`src/logic/mem_settings.svh`:
```
// bus widths, SRAM depth and SRAM response latency
// shared by the arbiter, the SRAM slave and the top level

`ifndef MEM_SETTINGS_SVH
`define MEM_SETTINGS_SVH

// byte address width
`define MEM_ADDR_W 32

// data bus width in bits
`define MEM_DATA_W 32

// one strobe bit per data byte
`define MEM_STRB_W (`MEM_DATA_W / 8)

// SRAM depth in words
`define MEM_WORDS 1024

// cycles from address accept to response valid
`define SRAM_LATENCY 3

`endif

```
`src/logic/mem_pkg.sv`:
```
// arbiter and SRAM state encodings
// AXI-lite response codes

`default_nettype none

package mem_pkg;

	// arbiter grant state
	typedef enum logic [1:0] {
		ARB_IDLE      = 2'd0,
		ARB_BUSY_DATA = 2'd1,	// data port owns the SRAM
		ARB_BUSY_INST = 2'd2	// fetch port owns the SRAM
	} arb_state_t;

	// AXI response codes, only the two used here
	typedef enum logic [1:0] {
		RESP_OKAY   = 2'd0,
		RESP_SLVERR = 2'd2
	} axi_resp_t;

	// SRAM slave sequencing
	typedef enum logic [1:0] {
		SRAM_IDLE = 2'd0,
		SRAM_WAIT = 2'd1,	// latency countdown
		SRAM_RESP = 2'd2	// response held until ready
	} sram_state_t;

endpackage

`default_nettype wire

```
`src/logic/axi_arbiter.sv`:
```
// two-master to one-slave AXI-lite arbiter
// priority is data write, data read, then instruction read

`timescale 1ns/1ns
`default_nettype none

`include "mem_settings.svh"

module axi_arbiter (
	input  logic                     clk,
	input  logic                     rst,

	// instruction fetch port
	input  logic [`MEM_ADDR_W-1:0]   inst_ar_addr_i,
	input  logic                     inst_ar_valid_i,
	output logic                     inst_ar_ready_o,
	output logic [`MEM_DATA_W-1:0]   inst_r_data_o,
	output mem_pkg::axi_resp_t       inst_r_resp_o,
	output logic                     inst_r_valid_o,
	input  logic                     inst_r_ready_i,

	// data port
	input  logic [`MEM_ADDR_W-1:0]   data_ar_addr_i,
	input  logic                     data_ar_valid_i,
	output logic                     data_ar_ready_o,
	output logic [`MEM_DATA_W-1:0]   data_r_data_o,
	output mem_pkg::axi_resp_t       data_r_resp_o,
	output logic                     data_r_valid_o,
	input  logic                     data_r_ready_i,
	input  logic [`MEM_ADDR_W-1:0]   data_aw_addr_i,
	input  logic                     data_aw_valid_i,
	output logic                     data_aw_ready_o,
	input  logic [`MEM_DATA_W-1:0]   data_w_data_i,
	input  logic [`MEM_STRB_W-1:0]   data_w_strb_i,
	input  logic                     data_w_valid_i,
	output logic                     data_w_ready_o,
	output mem_pkg::axi_resp_t       data_b_resp_o,
	output logic                     data_b_valid_o,
	input  logic                     data_b_ready_i,

	// SRAM side
	output logic [`MEM_ADDR_W-1:0]   sram_ar_addr_o,
	output logic                     sram_ar_valid_o,
	input  logic                     sram_ar_ready_i,
	input  logic [`MEM_DATA_W-1:0]   sram_r_data_i,
	input  mem_pkg::axi_resp_t       sram_r_resp_i,
	input  logic                     sram_r_valid_i,
	output logic                     sram_r_ready_o,
	output logic [`MEM_ADDR_W-1:0]   sram_aw_addr_o,
	output logic                     sram_aw_valid_o,
	input  logic                     sram_aw_ready_i,
	output logic [`MEM_DATA_W-1:0]   sram_w_data_o,
	output logic [`MEM_STRB_W-1:0]   sram_w_strb_o,
	output logic                     sram_w_valid_o,
	input  logic                     sram_w_ready_i,
	input  mem_pkg::axi_resp_t       sram_b_resp_i,
	input  logic                     sram_b_valid_i,
	output logic                     sram_b_ready_o
);
	import mem_pkg::*;

	arb_state_t               state;
	arb_state_t               state_nxt;
	logic                     idle;
	logic                     grant_wr;
	logic                     grant_dr;
	logic                     grant_ir;
	logic                     grant_any;
	logic                     fwd_pending;	// captured request not yet taken by the SRAM
	logic                     req_is_write;
	logic [`MEM_ADDR_W-1:0]   req_addr;
	logic [`MEM_DATA_W-1:0]   req_wdata;
	logic [`MEM_STRB_W-1:0]   req_strb;
	logic                     busy_data;
	logic                     busy_inst;
	logic                     fwd_done;
	logic                     resp_done;

	assign idle      = (state == ARB_IDLE);
	assign busy_data = (state == ARB_BUSY_DATA);
	assign busy_inst = (state == ARB_BUSY_INST);

	// write needs AW and W together
	assign grant_wr  = idle & data_aw_valid_i & data_w_valid_i;
	assign grant_dr  = idle & ~grant_wr & data_ar_valid_i;
	assign grant_ir  = idle & ~grant_wr & ~data_ar_valid_i & inst_ar_valid_i;
	assign grant_any = grant_wr | grant_dr | grant_ir;

	assign data_aw_ready_o = grant_wr;
	assign data_w_ready_o  = grant_wr;
	assign data_ar_ready_o = grant_dr;
	assign inst_ar_ready_o = grant_ir;

	// forward the captured request
	assign sram_ar_addr_o  = req_addr;
	assign sram_aw_addr_o  = req_addr;
	assign sram_w_data_o   = req_wdata;
	assign sram_w_strb_o   = req_strb;
	assign sram_ar_valid_o = fwd_pending & ~req_is_write;
	assign sram_aw_valid_o = fwd_pending & req_is_write;
	assign sram_w_valid_o  = fwd_pending & req_is_write;

	assign fwd_done = req_is_write ? (sram_aw_valid_o & sram_aw_ready_i & sram_w_ready_i)
		: (sram_ar_valid_o & sram_ar_ready_i);

	// response steering, only the granted master sees a valid
	assign inst_r_data_o  = sram_r_data_i;
	assign inst_r_resp_o  = sram_r_resp_i;
	assign inst_r_valid_o = busy_inst & sram_r_valid_i;
	assign data_r_data_o  = sram_r_data_i;
	assign data_r_resp_o  = sram_r_resp_i;
	assign data_r_valid_o = busy_data & ~req_is_write & sram_r_valid_i;
	assign data_b_resp_o  = sram_b_resp_i;
	assign data_b_valid_o = busy_data & req_is_write & sram_b_valid_i;

	always_comb begin
		sram_r_ready_o = 1'b0;
		if (busy_inst)
			sram_r_ready_o = inst_r_ready_i;
		else if (busy_data & ~req_is_write)
			sram_r_ready_o = data_r_ready_i;
	end

	assign sram_b_ready_o = busy_data & req_is_write & data_b_ready_i;

	assign resp_done = (sram_r_valid_i & sram_r_ready_o) | (sram_b_valid_i & sram_b_ready_o);

	always_comb begin
		state_nxt = state;
		case (state)
			ARB_IDLE: begin
				if (grant_wr | grant_dr)
					state_nxt = ARB_BUSY_DATA;
				else if (grant_ir)
					state_nxt = ARB_BUSY_INST;
			end
			ARB_BUSY_DATA, ARB_BUSY_INST: begin
				if (resp_done)
					state_nxt = ARB_IDLE;	// any resp code ends it
			end
			default: state_nxt = ARB_IDLE;
		endcase
	end

	always_ff @(posedge clk) begin
		if (rst) begin
			state        <= ARB_IDLE;
			fwd_pending  <= 1'b0;
			req_is_write <= 1'b0;
		end else begin
			state <= state_nxt;
			if (grant_any) begin
				fwd_pending  <= 1'b1;
				req_is_write <= grant_wr;
			end else if (fwd_done) begin
				fwd_pending <= 1'b0;
			end
		end
	end

	// request payload capture
	always_ff @(posedge clk) begin
		if (grant_wr) begin
			req_addr  <= data_aw_addr_i;
			req_wdata <= data_w_data_i;
			req_strb  <= data_w_strb_i;
		end else if (grant_dr) begin
			req_addr <= data_ar_addr_i;
		end else if (grant_ir) begin
			req_addr <= inst_ar_addr_i;
		end
	end

endmodule

`default_nettype wire

```
`config.mk`:
```
export PLATFORM = sky130hd
export DESIGN_NAME = axi_arbiter
export DESIGN_NICKNAME = d
export VERILOG_FILES = /design/src/logic/mem_pkg.sv /design/src/logic/axi_arbiter.sv
export VERILOG_INCLUDE_DIRS = /design/src /design/src/logic
export SDC_FILE = /design/constraint.sdc
export NUM_CORES = 1
export LEC_CHECK = 0
export ABC_AREA = 1
export BUFFER_PORTS_ARGS = -buffer_cell sky130_fd_sc_hd__buf_4
export CORE_AREA = 2 2 143 145
export CTS_BUF_LIST = sky130_fd_sc_hd__clkbuf_8 sky130_fd_sc_hd__clkbuf_16
export DETAILED_ROUTE_END_ITERATION = 6
export DIE_AREA = 0 0 145 147
export PLACE_DENSITY = 0.46
export SKIP_CTS_REPAIR_TIMING = 1
export SYNTH_ARGS = -nofsm -noshare
export SYNTH_HDL_FRONTEND = slang
export SYNTH_SLANG_ARGS = --single-unit
```
`constraint.sdc`:
```
create_clock -name clk -period 5.2 [get_ports clk]
set_input_delay 0.52 -clock clk [delete_from_list [all_inputs] [get_ports clk]]
set_output_delay 0.52 -clock clk [all_outputs]
set_load 0.05 [all_outputs]
```
==> impl_metrics.json, run 1 <==
{
  "r2r_cells": 10,
  "required_ns": 5.18,
  "io_pins": 364,
  "gp_congestion": 0.832,
  "hold_class": "input pin to flip-flop",
  "crit_path_max_incr_delay_ns": 0.52,
  "setup_viol": 0,
  "placed_area_sq_um": 5250,
  "drive_gt1_share_pct": 52.9,
  "synthMuxAreaShare_pct": 0,
  "power_leakage_nw": 2.50,
  "dieHeight_um": 147,
  "htreeDepth": 3,
  "cp-start-kind": "flip-flop",
  "timing.hold.ws_ns": 0.361,
  "postLayoutCellArea_sq_um": 5520,
  "stdcell_count": 801,
  "timing.final.crit_period_ns": 2.89,
  "area_growth_pct": 43.9,
  "synthesis.area_sq_um": 3840,
  "slew_headroom_pct": 27.8,
  "grt_pass1_wl_um": 19400,
  "grt_pass1_vias": 3161,
  "finalCritPeriodShare_pct": 55.6,
  "avgSynthCellArea_sq_um": 10.3,
  "core_area_sq_um": 19800,
  "synth-simple-area-share_pct": 13.4,
  "setup_tns_ns": 0,
  "cp_num_buf_inv": 6,
  "firstDrtPassIters": 4,
  "clk_pin_slew_worst_paths_ns": 0.06,
  "cp_cell_sequence": "inv_1 > ha_1 > inv_2 > nor2_4 > buf_4 > inv_2 > nand2_1 > nor2_1 > inv_1 > buf_4",
  "initial_core_util_pct": 19.3,
  "holdPathStages": 1,
  "post-dp-hpwl_um": 10800,
  "grt_max_degree": 66,
  "die_x_um": 145,
  "yosys_warnings": 0,
  "numCtsBuffers": 9,
  "r2r-start": "state[1]$_SDFFE_PP0P_",
  "worstPathMaxFanout": 65,
  "seq_area_frac_synth_pct": 55.3,
  "grt_util_all_layers_pct": 12.0,
  "drt_iter0_markers": 116,
  "cap_violations": 0,
  "worst_pin_slew_ns": 1.08,
  "endpoint_kind": "flip-flop",
  "die_area_sq_um": 21300,
  "synth.distinct_cells": 24,
  "mostFrequentLayoutCells": "259 x buf_4, 78 x nand2_1, 68 x edfxtp_1",
  "p_per_area_nw_per_um2": 431,
  "worst_ep_arrival_time_ns": 2.87,
  "drcViolationCount": 0,
  "holdPathEnd": "sram_w_data_o[18]$_DFFE_PP_",
  "synth-compound-area-share_pct": 6.00,
  "antenna_left": 0,
  "final_common_cell": "buf_4",
  "port-buffer-count": 257,
  "hold_start": "data_w_data_i[18]",
  "critPathTopFamily": "buffers and inverters",
  "hold_viol_final": 0,
  "slowest_stage": "inv_2",
  "fin_nets": 711,
  "ff2ff_setup_slack_ns": 2.31,
  "rows": 52,
  "via_per_inst": 3.85,
  "synth_xor_area_share_pct": 0,
  "cts_tree": "done",
  "fmax_mhz": 346,
  "critPathKind": "flip-flop to flip-flop",
  "regToRegEndpoint": "sram_ar_addr_o[4]$_DFFE_PP_",
  "clock_path_buffers": 2,
  "vias": 3083,
  "skew_ns": 0.00586,
  "netlist_instances": 373,
  "antenna_found_initial": 0,
  "grt_setup_unrepaired": "no",
  "dp_cells": 785,
  "slew_viol_final": 0,
  "gr-total-overflow": 0,
  "synth_fa_ha_area_share_pct": 0.978,
  "synth_top_family_by_area": "buffers and inverters",
  "cts_root_buffer": "clkbuf_16",
  "diodes": 0,
  "status": "finished, final reports clean",
  "peakVddDrop_mv": 0.175,
  "synth_nets": 558,
  "post_drt_wl_per_cell_um": 16.7,
  "insertion_delay_ns": 0.33,
  "routed_wirelength_um": 13400,
  "cts.sinks": 72,
  "synth_seq_cells": 72
}
[cells by family (layout without fill, tap and decap cells)]
family / count (synthesis) / in the layout
buffers and inverters: 133 / 291
DFF: 72 / 72
AOI/OAI and AO/OA: 38 / 38
and+or+nand+nor: 127 / 127
adders and majority gates: 3 / 3
[cell usage after synthesis]
| master | number | area [sq um] |
|---|---|---|
| buf_4 | 107 | 803 |
| nand2_1 | 78 | 293 |
| edfxtp_1 | 68 | 2040 |
| nor2_1 | 37 | 139 |
| a31oi_1 | 32 | 200 |
| inv_1 | 14 | 52.6 |
| buf_2 | 6 | 30.0 |
| a21oi_1 | 4 | 20.0 |
| dfxtp_1 | 4 | 80.1 |
| nand3_1 | 4 | 20.0 |
| buf_6 | 3 | 33.8 |
| ha_1 | 3 | 37.5 |
| o21ai_0 | 2 | 10.0 |
| and2_1 | 1 | 6.26 |
| and3_1 | 1 | 6.26 |
| clkbuf_1 | 1 | 3.75 |
| inv_2 | 1 | 3.75 |
| inv_4 | 1 | 6.26 |
| nand2_4 | 1 | 11.3 |
| nand3b_1 | 1 | 7.51 |
| nor2_2 | 1 | 6.26 |
| nor2_4 | 1 | 11.3 |
| nor4_1 | 1 | 6.26 |
| or2_2 | 1 | 6.26 |
[power breakdown]
group	total [W]	switching, W	internal (W)
registers	0.000802	0.0000488	0.000753
clock network	0.000564	0.000241	0.000322
logic	0.00101	0.000716	0.000296
total	0.00238	0.00101	0.00137
[state kept, by name, summed over array words and instances, names as in the netlist]
register        count
sram_ar_addr_o     32
sram_w_data_o      32
sram_w_strb_o       4
state               2
fwd_pending         1
req_is_write        1
[through the flow]
step	setup slack, ns	util (%)	total power [W]
final	2.31	27.8	0.00238
after global routing	2.01	27.8	0.00249
after CTS	2.21	27.8	0.00241
after detailed placement	2.16	26.4	0.00184
after global placement	2.21	26.4	0.00184
after floorplan	1.44	-	0.00170
[metal layers]
layer | up-vias | track usage [%] | share of wire [%]
li1 | 1449 | - | -
met1 | 1398 | 11.3 | 32
met2 | 181 | 22.7 | 55
met3 | 55 | 3.63 | 8.5
met4 | 0 | 7.57 | 5.0
met5 | - | 0 | 0
[worst max path at each step]
stage | start | end | slack [ns] | cells past startpoint
floorplan | state[0]$_SDFFE_PP0P_ | sram_ar_addr_o[0]$_DFFE_PP_ | 1.44 | 7
global placement | data_aw_valid_i | sram_ar_addr_o[7]$_DFFE_PP_ | 2.21 | 9
detailed placement | data_w_valid_i | sram_ar_addr_o[9]$_DFFE_PP_ | 2.16 | 9
CTS | state[1]$_SDFFE_PP0P_ | sram_ar_addr_o[4]$_DFFE_PP_ | 2.21 | 10
global route | state[0]$_SDFFE_PP0P_ | sram_ar_addr_o[4]$_DFFE_PP_ | 2.01 | 10
finish | state[1]$_SDFFE_PP0P_ | sram_ar_addr_o[4]$_DFFE_PP_ | 2.31 | 10
[layout make-up]
cell class,instances,area (sq um)
fillers,2114,14300
flip-flops and latches,72,2120
repair buffers,259,1940
multi-input cells,168,781
well taps,270,338
clock buffers,9,225
inverters,16,62.6
clock inverters,7,47.5
No activity file was read; power rests on OpenSTA's default activity.
==> run 2, diff against run 1 <==
Settings changed: ABC_AREA 1 to 0, CORE_AREA 2 2 143 145 to 2 2 141 143, DIE_AREA 0 0 145 147 to 0 0 143 145, PLACE_DENSITY 0.46 to 0.47.
Clock period 5.2 ns to 2.7 ns, I/O delays scaled along.
==> impl_metrics.json, run 2 <==
{
  "die_x_um": 143,
  "cts_tree": "done",
  "peakVddDrop_mv": 0.401,
  "cp-start-kind": "flip-flop",
  "synthFlopType": "edfxtp_1",
  "hold_viol_final": 0,
  "yosys_warnings": 0,
  "p_per_area_nw_per_um2": 1080,
  "critPathKind": "flip-flop to primary output",
  "clk_pin_slew_worst_paths_ns": 0.06,
  "worst_ep_arrival_time_ns": 1.84,
  "postLayoutCellArea_sq_um": 5620,
  "antenna_left": 0,
  "fin_nets": 668,
  "grt_setup_unrepaired": "no",
  "status": "finished, final reports clean",
  "io_pins": 364,
  "finalCritPeriodShare_pct": 78.0,
  "endpoint_kind": "primary output",
  "routed_wirelength_um": 13400,
  "synth_area_leader_cell": "edfxtp_1",
  "worstPathMaxFanout": 57,
  "via_per_inst": 3.86,
  "synthTopCellsByArea": "edfxtp_1 53%, buf_4 20%, mux2i_1 8.5%, o21ai_1 3.6%, nand2_1 3.4%",
  "worst_pin_slew_ns": 0.462,
  "insertion_delay_ns": 0.33,
  "synth_top_area_share_pct": 52.6,
  "power_leakage_nw": 2.44,
  "yosysMostFrequentCell": "buf_4",
  "mostFrequentLayoutCells": "262 x buf_4, 68 x edfxtp_1, 35 x nand2_1",
  "gp_congestion": 0.748,
  "slowest_stage": "dfxtp_1",
  "diodes": 0,
  "slew_headroom_pct": 68.9,
  "port-buffer-count": 257,
  "antenna_found_initial": 0,
  "vias": 2907,
  "setup_tns_ns": 0,
  "firstDrtPassIters": 4,
  "synth.distinct_cells": 30,
  "setup_viol": 0,
  "critPathTopFamily": "buffers and inverters",
  "clock_path_buffers": 2,
  "avgSynthCellArea_sq_um": 12.0,
  "cap_violations": 0,
  "cts.sinks": 72,
  "placed_area_sq_um": 5320,
  "fmax_mhz": 475,
  "drcViolationCount": 0,
  "grt_pass1_vias": 2926,
  "netlist_instances": 324,
  "drt_iter0_markers": 111,
  "required_ns": 2.43,
  "cp_num_buf_inv": 3,
  "htreeDepth": 3,
  "cts_root_buffer": "clkbuf_16",
  "cp_cell_sequence": "inv_1 > ha_1 > and3_4 > buf_12 > buf_4",
  "grt_max_degree": 58,
  "core_area_sq_um": 19200,
  "drive_gt1_share_pct": 58.2,
  "seq_area_frac_synth_pct": 54.6,
  "gr-total-overflow": 0,
  "synth_seq_cells": 72,
  "post-dp-hpwl_um": 11200,
  "timing.final.crit_period_ns": 2.11,
  "grt_pass1_wl_um": 18500,
  "synth_edf_count": 68,
  "final_common_cell": "buf_4",
  "synth_nets": 509,
  "initial_core_util_pct": 20.2,
  "area_growth_pct": 44.7,
  "die_area_sq_um": 20700,
  "utilization_pct": 29.3,
  "async_reset_ff_share_pct": 0,
  "skew_ns": 0.00704,
  "slew_viol_final": 0,
  "hold_class": "input pin to flip-flop",
  "post_drt_wl_per_cell_um": 17.9,
  "grt_util_all_layers_pct": 12.2,
  "numCtsBuffers": 9,
  "synthesis.area_sq_um": 3880,
  "synth_commonest_cells": "105 x buf_4, 68 x edfxtp_1, 35 x nand2_1, 33 x mux2i_1, 28 x o21ai_1",
  "dieHeight_um": 145,
  "rows": 51,
  "crit_path_max_incr_delay_ns": 0.32
}
## run 2: final timing paths
path	start	end	slack, ns	cells past startpoint
setup / recovery	state[1]$_SDFFE_PP0P_	data_aw_ready_o	0.59	5
hold reg to reg	fwd_pending$_SDFFE_PP0P_	fwd_pending$_SDFFE_PP0P_	0.50	2
hold / removal	data_w_strb_i[3]	sram_w_strb_o[3]$_DFFE_PP_	0.11	1
setup reg to reg	state[1]$_SDFFE_PP0P_	sram_ar_addr_o[16]$_DFFE_PP_	0.70	7
## run 2: cell families after synthesis
group	after synthesis	share of synthesized area, %
buffers and inverters	119	23.2
DFF	72	54.6
muxes	33	8.51
AOI/OAI and AO/OA	43	6.28
and+or+nand+nor	54	6.44
adders and majority gates	3	0.967
## run 2: metal layers
metal	global-route usage [%]	part of all wire, %	routed length, um
met4	5.25	2.7	365
met1	11.0	32	4250
met2	23.5	55	7340
met5	0	0	0
met3	5.02	11	1490
## run 2: layout make-up
cell class / count / area, sq um
Clock buffer: 9 / 225
Clock inverter: 7 / 72.6
Fill cell: 1995 / 13600
Inverter: 4 / 15.0
Multi-Input combinational cell: 133 / 866
Sequential cell: 72 / 2120
Tap cell: 265 / 332
Timing Repair Buffer: 263 / 1990
## run 2: worst register-to-register path, cell delays in order (launching register included)
cell	delay (ns)
dfxtp_1	0.32
inv_1	0.10
ha_1	0.27
nand2_1	0.12
a21oi_4	0.15
buf_4	0.40
mux2i_1	0.30
o21ai_1	0.08
## run 2: power by group
| group | internal (W) | switching (W) | total [W] |
|---|---|---|---|
| Clock | 0.000715 | 0.000472 | 0.00119 |
| Combinational | 0.000899 | 0.00221 | 0.00311 |
| Sequential | 0.00160 | 0.000174 | 0.00177 |
## run 2: stage by stage
| stage | instances | power [W] | hold WS (ns) | setup WS, ns |
|---|---|---|---|---|
| after detailed placement | 737 | 0.00495 | 0.449 | 0.703 |
| final | 753 | 0.00607 | 0.110 | 0.594 |
| after CTS | 753 | 0.00617 | 0.0894 | 0.565 |
| after global placement | 737 | 0.00493 | 0.449 | 0.817 |
| after global routing | 753 | 0.00633 | 0.0838 | 0.478 |
| after floorplan | 324 | 0.00441 | 0.339 | 0.890 |
